`config.mk`:
```
export PLATFORM = sky130hd
export DESIGN_NAME = instr_loader
export DESIGN_NICKNAME = d
export VERILOG_FILES = /design/src/source/rv_core_pkg.sv /design/src/source/instr_loader.sv
export VERILOG_INCLUDE_DIRS = /design/src /design/src/include
export SDC_FILE = /design/constraint.sdc
export NUM_CORES = 1
export LEC_CHECK = 0
export BUFFER_PORTS_ARGS = -buffer_cell sky130_fd_sc_hd__buf_2
export CORE_MARGIN = 2
export CORE_UTILIZATION = 33
export DETAILED_ROUTE_END_ITERATION = 8
export PLACE_DENSITY = 0.54
export REMOVE_ABC_BUFFERS = 1
export SLEW_MARGIN = 20
export SYNTH_ARGS = -nofsm -noshare
export SYNTH_HDL_FRONTEND = slang
export SYNTH_SLANG_ARGS = --single-unit
```
`constraint.sdc`:
```
create_clock -name clk_i -period 3.2 [get_ports clk_i]
set_clock_uncertainty 0.15 [all_clocks]
set_input_delay 0.64 -clock clk_i [delete_from_list [all_inputs] [get_ports clk_i]]
set_output_delay 0.64 -clock clk_i [all_outputs]
set_load 0.03 [all_outputs]
```
`src/include/rv_core_defines.svh`:
```
`ifndef RV_CORE_DEFINES_SVH
`define RV_CORE_DEFINES_SVH

`define XLEN        32
`define NUM_REGS    32
`define IMEM_DEPTH  64              // instruction words
`define DMEM_DEPTH  32              // data words

// loader framing bytes
`define LOAD_START_BYTE 8'hFE
`define LOAD_END_BYTE   8'hFF

`define ALU_ADD 2'd0
`define ALU_SUB 2'd1
`define ALU_AND 2'd2
`define ALU_OR  2'd3

`define OPC_RTYPE  7'b0110011      // add, sub, and, or
`define OPC_ITYPE  7'b0010011      // addi
`define OPC_LOAD   7'b0000011      // lw
`define OPC_STORE  7'b0100011      // sw
`define OPC_BRANCH 7'b1100011      // beq

`endif

```
`src/source/rv_core_pkg.sv`:
```
`include "rv_core_defines.svh"

package rv_core_pkg;

    typedef logic [`XLEN-1:0]                word_t;
    typedef logic [7:0]                      byte_t;
    typedef logic [$clog2(`NUM_REGS)-1:0]    reg_addr_t;
    typedef logic [$clog2(`IMEM_DEPTH)-1:0]  imem_addr_t;
    typedef logic [$clog2(`DMEM_DEPTH)-1:0]  dmem_addr_t;
    typedef logic [1:0]                      alu_op_t;

    // operand source in EX
    typedef enum logic [1:0] {
        FWD_RF,                     // value read in decode
        FWD_EXMEM,
        FWD_MEMWB
    } fwd_sel_t;

    typedef enum logic [1:0] {
        LD_IDLE,
        LD_LOADING,
        LD_RUNNING                  // held until reset
    } loader_state_t;

endpackage

```
`src/source/instr_loader.sv`:
```
`include "rv_core_defines.svh"

module instr_loader (
    input  logic                    clk_i,
    input  logic                    reset,
    input  rv_core_pkg::byte_t      instr_i,
    output logic                    imem_we_o,
    output rv_core_pkg::imem_addr_t imem_waddr_o,
    output rv_core_pkg::word_t      imem_wdata_o,
    output logic                    run_o
);
    import rv_core_pkg::*;

    loader_state_t state_q;
    logic [1:0]    byte_cnt_q;              // bytes of current word so far
    logic [23:0]   shift_q;                 // three older bytes in lsb-first order
    imem_addr_t    word_idx_q;
    logic          data_byte;

    assign data_byte    = (state_q == LD_LOADING) && (instr_i != `LOAD_END_BYTE);
    assign imem_we_o    = data_byte && (byte_cnt_q == 2'd3);
    assign imem_waddr_o = word_idx_q;
    assign imem_wdata_o = {instr_i, shift_q};     // fourth byte is the msb
    assign run_o        = (state_q == LD_RUNNING);

    always_ff @(posedge clk_i or posedge reset) begin
        if (reset) begin
            state_q    <= LD_IDLE;
            byte_cnt_q <= 2'd0;
            word_idx_q <= '0;
        end else begin
            case (state_q)
                LD_IDLE: begin
                    if (instr_i == `LOAD_START_BYTE) begin
                        state_q <= LD_LOADING;
                    end
                end
                LD_LOADING: begin
                    if (instr_i == `LOAD_END_BYTE) begin
                        state_q <= LD_RUNNING;
                    end else begin
                        byte_cnt_q <= byte_cnt_q + 2'd1;    // wraps after byte 3
                        if (byte_cnt_q == 2'd3) begin
                            word_idx_q <= word_idx_q + 1'b1;
                        end
                    end
                end
                default: state_q <= state_q;
            endcase
        end
    end

    always_ff @(posedge clk_i) begin
        if (data_byte) begin
            shift_q <= {instr_i, shift_q[23:8]};
        end
    end

endmodule

```
Word level (Yosys, flattened, before mapping)
Cells that the tools add are included.

Register bits: 34. Input bits: 10. Output and inout port bits: 40. Word-level logic and storage cells: 25.

Add/sub/neg operators: 2. Eq/ne operators: 8. Mux-type cells: 3. Bitwise gates (word level): 1. Reductions and logical operators: 7.

Operator list (number): $eq 8x8->1 const B (2); $ne 8x8->1 const B (1); $add 6x1->6 const B (1); $reduce_and 3->1 (2); $eq 2x2->1 const B (2); $mux 2 (2); $pmux 2 s2 (1); $add 2x1->2 const B (1); $eq 2x1->1 const B (1); $logic_and 1x1->1 (2); $logic_not 2->1 (1); $ne 2x1->1 const B (1); $ne 2x2->1 const B (1); $reduce_and 2->1 (1); $reduce_bool 2->1 (1); $not 1->1 (1).

Depth between registers and ports, before layout
Gate-level depths: netlist of run 1.

Depth after elaboration: 3. Mapped depth: 4. Mapped depth without buffers: 4.

Worst setup path after synthesis of run 1
OpenSTA, ideal clock, no wires.

Path type: input to output. Start: input port instr_i[3]. End: output port imem_we_o. Data arrival time: 1768 ps. Required time: 2410 ps. Path slack: 642 ps. Stages on the path: 4. Path buffers: 0. Cell sequence: and4_4 -> a21oi_4 -> nand2_4 -> inv_1.

Word-level cells in the longest chain between the ends: 3.

RTL lines: start, declared (line instr_loader.sv:6) `input rv_core_pkg::byte_t instr_i,`; $ne 8x8->1 (no source line); $logic_and 1x1->1 (line instr_loader.sv:20) `` assign data_byte = (state_q == LD_LOADING) && (instr_i != `LOAD_END_BYTE); ``; net data_byte (line instr_loader.sv:18) `logic data_byte;`; $logic_and 1x1->1 (line instr_loader.sv:21) `assign imem_we_o = data_byte && (byte_cnt_q == 2'd3);`; end, declared (line instr_loader.sv:7) `output logic imem_we_o,`.

The timed path passes the listed nets, and every way through them passes these cells.

Worst setup path after layout of run 1
Ends and elaborated chain as after synthesis.

==> results of run 1 <==
placed cells by master (no fill, tap or decap), types with 2 or more instances in the layout:
master	synthesis	layout
sky130_fd_sc_hd__buf_2	0	49
sky130_fd_sc_hd__edfxtp_1	24	24
sky130_fd_sc_hd__dfrtp_1	10	10
sky130_fd_sc_hd__xnor2_1	5	5
sky130_fd_sc_hd__clkbuf_8	0	5
sky130_fd_sc_hd__nand3_1	3	3
sky130_fd_sc_hd__clkinv_1	0	3
sky130_fd_sc_hd__and4_4	2	2
sky130_fd_sc_hd__inv_1	2	2
sky130_fd_sc_hd__ha_1	2	2
cells by family (layout without fill, tap and decap cells):
family                     after synthesis  count (layout)  synth area share [%]
and+or+nand+nor                         14              14                  7.69
AOI/OAI and AO/OA                        3               3                  2.36
adders and majority gates                2               2                  1.97
DFF                                     34              34                  76.5
muxes                                    2               2                  2.07
buffers and inverters                   10              60                  5.32
xor gates and xnor gates                 6               6                  4.14
worst max-delay path, delay by kind of cell:
| family | cells | cell delay, ns |
|---|---|---|
| AO/OA/AOI/OAI | 1 | 0.18 |
| buffers and inverters | 3 | 0.36 |
| AND/OR/NAND/NOR | 2 | 0.28 |
path summary, 6_finish.rpt:
path / depth (start not counted) / endpoint / from
max: 6 / imem_we_o / instr_i[3]
min: 2 / byte_cnt_q[0] / reset
max reg2reg: 4 / byte_cnt_q[1] / state_q[1]
min reg2reg: 0 / shift_q[0] / shift_q[8]
max in group asynchronous: 2 / state_q[1] / reset
min in group clk_i: 0 / shift_q[0] / shift_q[8]
metrics by stage:
step	hold WS, ns	worst slack, ns	utilization [%]	power, µW
3_5_place_dp	0.279	0.948	41.3	975
2_1_floorplan	0.298	0.642	-	855
4_1_cts	0.192	0.942	43.5	1260
6_report	0.178	0.946	43.5	1250
5_1_grt	0.206	0.907	43.5	1320
3_3_place_gp	0.278	0.951	41.3	962
where the power goes:
| group | switching, µW | total, µW | internal, µW |
|---|---|---|---|
| logic | 236 | 344 | 108 |
| clock network | 140 | 285 | 145 |
| registers | 48.5 | 619 | 570 |
| total | 425 | 1250 | 823 |
routing by layer:
layer  part of all wire, %  wire, µm
met1                    41       889
met3                   8.8       190
met2                    49      1050
met4                   1.1        23
met5                     0         0
layout make-up:
class / count / area (µm²) / area share [%]
Clock buffer: 5 / 68.8 / 4.29
Timing Repair Buffer: 50 / 253 / 15.8
Multi-Input combinational cell: 27 / 231 / 14.4
Clock inverter: 3 / 11.3 / 0.703
Tap cell: 48 / 60.1 / 3.75
Sequential cell: 34 / 971 / 60.6
Inverter: 2 / 7.51 / 0.468
state kept, by name (all words and copies together), names as in the netlist:
name	cells
byte_cnt_q	2
shift_q	24
imem_waddr_o	6
state_q	2
==> implementation parameters, run 1 <==
Parameter                              Value

Worst setup path
  Critical path's largest stage delay    0.20 ns
  Worst-path cell with the longest stage delay    sky130_fd_sc_hd__and4_4
  Worst-path fanout max    4
  Worst Setup Start Kind    input pin
  Flop2flop setup slack    1.44 ns
  Arrival time at the worst endpoint    1.46 ns
  Critical Path Sink Type    output port
  List of cells traversed by the critical path    buf_2 > and4_4 > a21oi_4 > nand2_4 > inv_1 > buf_2
  Library cell appearing most often on the critical path    sky130_fd_sc_hd__buf_2
  Category of the most critical setup path    input pin to output port
  Data required time at the worst endpoint    2.41 ns

Die
  Horizontal extent of the die    66.0 µm
  Area of the die    4360 µm²
  Core Region    3690 µm²
  Cell Rows    22
  Effective utilization at floorplan    34.4%
  Die H    66.0 µm
  Number of I/O pins    50

Timing
  Total Neg Setup Slack    0 ns
  Number of pins exceeding their max-slew limit in the final report    0
  Worst Tran Pin Value    0.393 ns
  Achievable frequency    444 MHz
  Final period demand of the worst path    2.25 ns
  RSZ-0062 raised after global routing    no
  Worst slew margin    73.8%
  Post-route clock period utilization    70.4%
  Final hold violation count    0
  Number of setup violations in the final report    0

Clock network
  Hold bufs inserted after CTS    0
  Clock H-tree levels    2
  Clk sink count    34
  Clock Tree Root    sky130_fd_sc_hd__clkbuf_8
  Clock Latency Late Sink    0.28 ns
  Clock-pin transition on the worst setup and hold timing paths    0.07 ns
  Post-CTS Setup Bufs    0
  Maximum buffer depth of the clock tree    2
  TritonCTS clock tree    yes
  TritonCTS Buffers    5
  Cts repair resizes    0

Synth
  Number of enable-type register cells in the synthesized netlist    24
  Distinct cell type count after synthesis    23
  Synth Cell Area    1270 µm²
  Asr flop ratio synth    29.4%
  Main area contributors after synthesis    sky130_fd_sc_hd__edfxtp_1 57%, sky130_fd_sc_hd__dfrtp_1 20%, sky130_fd_sc_hd__buf_4 4.7%
  Commonest cells in the netlist    24 x sky130_fd_sc_hd__edfxtp_1, 10 x sky130_fd_sc_hd__dfrtp_1, 8 x sky130_fd_sc_hd__buf_4
  Yosys synthesis warning count    0
  Synth Register Bits    34
  Prevailing post-synth register cell    sky130_fd_sc_hd__edfxtp_1
  Number of cells produced by synthesis    71
  Area share of the leading cell type in the synthesized netlist    56.7%
  Part of the Yosys area used for sequential elements    76.5%
  Most frequent cell after synthesis    sky130_fd_sc_hd__edfxtp_1
  Mean area per synthesized cell    17.9 µm²
  Largest area contributor in the synthesized netlist    sky130_fd_sc_hd__edfxtp_1

Placement
  Count of placed standard cells including taps    161
  Placed inst area    1520 µm²
  Port Buf Inserts    49
  Routability congestion estimate    0.722

Finish
  Net count reported at finish    132
  Proportion of layout cells with a drive suffix above 1    51.2%
  Non-Filler Cell Area, Final    1600 µm²
  Area added between synthesis and finish    26.2%
  # diodes    0
  Filler-free cell count of the finished design    169
  Fill cell instance count of the final layout    363

GRT
  Wire length of the first global-routing pass    3330 µm
  Vias in the first global route    695
  Met3 Track Usage GR    5.28%
  Pin count of the biggest net entering global routing    31
  Gr ovfl total    0
  GR Util met2    17.6%
  Met1 routing resource usage after global routing    11.5%
  Most used routing layer    met2
  Number of antenna violations at the first check in global routing    0
  Overall track demand over capacity in global routing    10.5%

Routing
  1st-iter DRT viols    55
  Vias after detailed routing    732
  WL/cell    12.7 µm
  Count of nets left with antenna violations after detail routing    0
  Via density per instance    4.33
  Drt total wl    2150 µm
  Post-route DRC violation count    0
  DR pass1 iterations    2

Worst hold path
  Type of the tightest min-delay check    input pin to async pin

Pwr
  Power density over the cells    779 nW/µm²
  Largest voltage drop on the vdd net    363 µV
  Leakage power of the design    0.000712 µW

Outcome
  Outcome    completed

Run
  Max capacitance violation total    0
(Power assumes the default switching activity.)
==> run 2: changes to the inputs <==
--- a/config.mk
+++ b/config.mk
@@ -10,7 +10,7 @@
 export CORE_MARGIN = 2
 export CORE_UTILIZATION = 33
 export DETAILED_ROUTE_END_ITERATION = 8
-export PLACE_DENSITY = 0.54
+export PLACE_DENSITY = 0.56
 export REMOVE_ABC_BUFFERS = 1
 export SLEW_MARGIN = 20
 export SYNTH_ARGS = -nofsm -noshare
==> constraint.sdc (replaced) <==
create_clock -name clk_i -period 2 [get_ports clk_i]
set_clock_uncertainty 0.15 [all_clocks]
set_input_delay 0.4 -clock clk_i [delete_from_list [all_inputs] [get_ports clk_i]]
set_output_delay 0.4 -clock clk_i [all_outputs]
set_load 0.03 [all_outputs]
==> implementation parameters, run 2 (synthesized netlist as in run 1, its figures left out) <==
Parameter                              Value

Worst hold path
  Min-delay src    instr_i[4]
  Number of cells traversed by the worst hold path    1
  Type of the tightest min-delay check    input pin to flop
  Worst hold endpoint    shift_q[20]

Die
  Area of the die    4360 µm²
  Core Region    3690 µm²
  Number of I/O pins    50
  Cell Rows    22
  Effective utilization at floorplan    34.4%
  Horizontal extent of the die    66.0 µm
  Die H    66.0 µm

Timing
  Worst Tran Pin Value    0.388 ns
  Number of pins exceeding their max-slew limit in the final report    0
  Achievable frequency    527 MHz
  Post-route clock period utilization    94.9%
  Total Neg Setup Slack    0 ns
  Final period demand of the worst path    1.90 ns
  Hold WS    0.168 ns
  Number of setup violations in the final report    0
  Worst slew margin    74.1%
  Final hold violation count    0
  Post-layout worst setup margin    0.102 ns
  RSZ-0062 raised after global routing    no

Clock network
  Post-CTS Setup Bufs    0
  TritonCTS clock tree    yes
  Clock Tree Root    sky130_fd_sc_hd__clkbuf_8
  Clk sink count    34
  Clock-pin transition on the worst setup and hold timing paths    0.06 ns
  Clock Latency Late Sink    0.28 ns
  Maximum buffer depth of the clock tree    2
  TritonCTS Buffers    5
  Clock H-tree levels    2

Worst setup path
  List of cells traversed by the critical path    nand2b_1 > a21oi_4 > nand2_4 > inv_1 > buf_2
  Category of the most critical setup path    flop to output port
  Worst-path fanout max    4
  Flop2flop setup slack    0.40 ns
  Worst-path cell with the longest stage delay    sky130_fd_sc_hd__dfrtp_1
  Critical Path Sink Type    output port
  Data required time at the worst endpoint    1.45 ns
  Arrival time at the worst endpoint    1.35 ns
  Origin of the critical flop-to-flop path    state_q[1]
  Capturing point of the worst reg2reg path    byte_cnt_q[1]
  Critical path's largest stage delay    0.40 ns
  Worst Setup Start Kind    flop
  Depth of the worst register-to-register path    4

GRT
  Number of antenna violations at the first check in global routing    0
  Pin count of the biggest net entering global routing    17
  Wire length of the first global-routing pass    3100 µm
  Vias in the first global route    675
  Gr ovfl total    0
  Overall track demand over capacity in global routing    9.96%

Finish
  Core Util, Final    44.0%
  Register with the highest flop count    shift_q
  Area added between synthesis and finish    27.7%
  Proportion of layout cells with a drive suffix above 1    52.0%
  Net count reported at finish    134
  # diodes    0
  Most frequent cells in the layout    49 x sky130_fd_sc_hd__buf_2, 24 x sky130_fd_sc_hd__edfxtp_1, 10 x sky130_fd_sc_hd__dfrtp_1, 5 x sky130_fd_sc_hd__xnor2_1, 5 x sky130_fd_sc_hd__clkbuf_8
  Largest register FFs    24
  Leading cell type in the layout, fill and taps excluded    sky130_fd_sc_hd__buf_2
  Fill cell instance count of the final layout    350

Run
  Max capacitance violation total    0

Pwr
  Leakage power of the design    0.000723 µW
  Power density over the cells    1230 nW/µm²
  Largest voltage drop on the vdd net    634 µV

Routing
  Vias after detailed routing    735
  DR pass1 iterations    2
  Drt total wl    2000 µm
  1st-iter DRT viols    31
  Via density per instance    4.30
  Count of nets left with antenna violations after detail routing    0
  Post-route DRC violation count    0
  WL/cell    11.7 µm

Placement
  Port Buf Inserts    49
  DPL Wire Length    1540 µm
  Post-place setup slack    0.220 ns
  Routability congestion estimate    0.688

Outcome
  Outcome    completed
==> run 2: area by class of cell <==
| cell class | instances | area [µm²] | area share (%) |
|---|---|---|---|
| sequential | 34 | 971 | 59.9 |
| timing repair buffer | 52 | 270 | 16.7 |
| multi-input combinational | 27 | 231 | 14.3 |
| clock buffer | 6 | 72.6 | 4.48 |
| tap | 48 | 60.1 | 3.70 |
| clock inverter | 2 | 8.76 | 0.540 |
| inverter | 2 | 7.51 | 0.463 |
==> run 2: per-layer routing <==
layer,global-route usage [%],share of wire (%)
met1,11.0,40
met2,15.2,48
met3,5.62,10
met4,5.36,2.3
met5,0,0
==> run 2: what timing repair did <==
item,4_1_cts,5_1_grt
hold buffers,1,0
gates resized for setup,0,0
endpoints found under the hold margin,10,0
==> run 2: critical path, delay by kind of cell (launching register included) <==
kind	cells	cell delay [ns]
flops	1	0.40
simple gates	2	0.26
compound gates	1	0.17
buf+inv	2	0.23
==> run 2: worst max-delay path by stage <==
| stage | cells past startpoint | startpoint | to |
|---|---|---|---|
| 2_1_floorplan | 4 | instr_i[3] | imem_we_o |
| 3_3_place_gp | 6 | instr_i[3] | imem_we_o |
| 3_5_place_dp | 6 | instr_i[3] | imem_we_o |
| 4_1_cts | 5 | state_q[1] | imem_we_o |
| 5_1_grt | 5 | state_q[1] | imem_we_o |
| 6_report | 5 | state_q[1] | imem_we_o |
==> run 2: metrics by stage <==
stage                     total power [µW]  cell area [µm²]  std cells
after detailed placement              1560             1530        162
after global placement                1550             1530        162
final                                 1990             1620        171
after floorplan                       1370             1210         63
after CTS                             2030             1620        171
after global routing                  2110             1620        171
==> run 2: report_power, final <==
part           leakage (µW)  switching (µW)  total, µW  internal, µW
Clock             0.0000426             219        458           239
Sequential         0.000356            73.9        986           912
Combinational      0.000325             372        548           176
==> run 3: changes to the inputs <==
--- a/config.mk
+++ b/config.mk
@@ -10,6 +10,7 @@
 export CORE_MARGIN = 2
 export CORE_UTILIZATION = 33
 export DETAILED_ROUTE_END_ITERATION = 8
+export GPL_TIMING_DRIVEN = 0
 export PLACE_DENSITY = 0.56
 export REMOVE_ABC_BUFFERS = 1
 export SLEW_MARGIN = 20
==> implementation parameters, run 3 (synthesized netlist as in run 1, its figures left out) <==
Parameter                              Value

Timing
  RSZ-0062 raised after global routing    no
  Worst Tran Pin Value    0.841 ns
  Post-layout worst setup margin    0.104 ns
  Achievable frequency    527 MHz
  Worst slew margin    43.9%
  Final period demand of the worst path    1.90 ns
  Number of pins exceeding their max-slew limit in the final report    0
  Post-route clock period utilization    94.8%
  Final hold violation count    0
  Number of setup violations in the final report    0

Worst setup path
  Buffers & Inverters on Critical Path    2
  Critical path origin    state_q[1]
  Worst Setup Start Kind    flop
  Data required time at the worst endpoint    1.45 ns
  Logic depth of the worst setup path including buffers    5
  Flop2flop setup slack    0.27 ns
  Origin of the critical flop-to-flop path    state_q[1]
  Critical Path Sink Type    output port
  Capturing point of the worst reg2reg path    shift_q[14]
  Arrival time at the worst endpoint    1.35 ns
  Worst-path fanout max    4
  Category of the most critical setup path    flop to output port
  Kind of cell with the highest combined delay on the critical path    flip-flops
  Critical path's largest stage delay    0.41 ns
  List of cells traversed by the critical path    nand2b_4 > a21oi_4 > nand2_4 > inv_1 > clkbuf_4
  Worst-path cell with the longest stage delay    sky130_fd_sc_hd__dfrtp_1
  End point of the critical path    imem_we_o
  Depth of the worst register-to-register path    2

Finish
  Non-Filler Cell Area, Final    1630 µm²
  Net count reported at finish    134
  Leading cell type in the layout, fill and taps excluded    sky130_fd_sc_hd__buf_2
  # diodes    0
  Proportion of layout cells with a drive suffix above 1    52.8%
  Core Util, Final    44.3%
  Area added between synthesis and finish    28.6%
  Register with the highest flop count    shift_q
  Most frequent cells in the layout    48 x sky130_fd_sc_hd__buf_2, 24 x sky130_fd_sc_hd__edfxtp_1, 10 x sky130_fd_sc_hd__dfrtp_1, 5 x sky130_fd_sc_hd__xnor2_1, 5 x sky130_fd_sc_hd__clkbuf_8
  Largest register FFs    24

Placement
  Placed inst area    1520 µm²
  Port Buf Inserts    49
  Routability congestion estimate    0.742
  DPL Wire Length    1460 µm
  Post-place setup slack    -0.415 ns

GRT
  Gr ovfl total    0
  Overall track demand over capacity in global routing    10.3%
  Pin count of the biggest net entering global routing    16
  Number of antenna violations at the first check in global routing    0
  Wire length of the first global-routing pass    3180 µm
  Vias in the first global route    692

Die
  Area of the die    4360 µm²
  Horizontal extent of the die    66.0 µm
  Die H    66.0 µm
  Number of I/O pins    50
  Cell Rows    22
  Effective utilization at floorplan    34.4%
  Core Region    3690 µm²

Pwr
  Power density over the cells    1230 nW/µm²
  Design Power    2000 µW
  Leakage power of the design    0.000721 µW
  Largest voltage drop on the vdd net    594 µV

Clock network
  Clock Tree Root    sky130_fd_sc_hd__clkbuf_8
  Clock H-tree levels    2
  Clock Latency Late Sink    0.27 ns
  Clk sink count    34
  TritonCTS Buffers    5
  Maximum buffer depth of the clock tree    2
  Clock-pin transition on the worst setup and hold timing paths    0.06 ns
  TritonCTS clock tree    yes

Routing
  1st-iter DRT viols    20
  Count of nets left with antenna violations after detail routing    0
  Drt total wl    2120 µm
  WL/cell    12.4 µm
  DR pass1 iterations    2
  Post-route DRC violation count    0
  Via density per instance    4.33
  Vias after detailed routing    740

Run
  Max capacitance violation total    0

Worst hold path
  Type of the tightest min-delay check    input pin to flop

Outcome
  Outcome    completed
## run 3: layout make-up
class                   instances  area [µm²]
flip-flops and latches         34         971
multi-input cells              28         248
clock buffers                   6        72.6
well taps                      48        60.1
fillers                       358        2060
clock inverters                 2        8.76
repair buffers                 51         265
inverters                       2        7.51
## run 3: per-layer routing
| layer | routed length [µm] | track usage, % | vias up |
|---|---|---|---|
| met5 | 0 | 0 | - |
| met4 | 21 | 4.59 | 0 |
| met3 | 183 | 5.28 | 4 |
| met2 | 1030 | 16.8 | 32 |
| met1 | 882 | 11.3 | 351 |
| li1 | - | - | 353 |
## run 3: how the worst min path moves through the flow
stage / from / end / depth (start not counted)
after global routing: instr_i[4] / shift_q[20] / 1
after detailed placement: reset / byte_cnt_q[1] / 2
after global placement: reset / byte_cnt_q[1] / 2
final: instr_i[4] / shift_q[20] / 1
after CTS: instr_i[4] / shift_q[20] / 1
after floorplan: reset / byte_cnt_q[0] / 1
## run 3: timing repair
item                                    4_1_cts  5_1_grt
hold endpoints to repair                     10        0
setup buffers                                 1        0
resized for setup                             0        3
gates cloned                                  1        0
endpoints found under the setup margin        3        1
hold buffers                                  1        0
## run 3: stage by stage
step,hold slack [ns],TNS (ns),std cells
detailed placement,0.245,-2.03,160
floorplan,0.0902,-0.0779,63
global placement,0.238,-1.88,160
global route,0.163,0,171
finish,0.173,0,171
CTS,0.164,0,171
## run 3: worst reg2reg max path, stage by stage, from the launching register on
cell and delay (ns):
sky130_fd_sc_hd__dfrtp_1 0.41, sky130_fd_sc_hd__nand2b_4 0.17, sky130_fd_sc_hd__a21oi_2 0.62
## run 3: power by group
part / internal, µW / switching [µW] / leakage (µW)
sequential: 913 / 78.7 / 0.000356
combinational: 179 / 378 / 0.000322
clock: 239 / 217 / 0.0000426
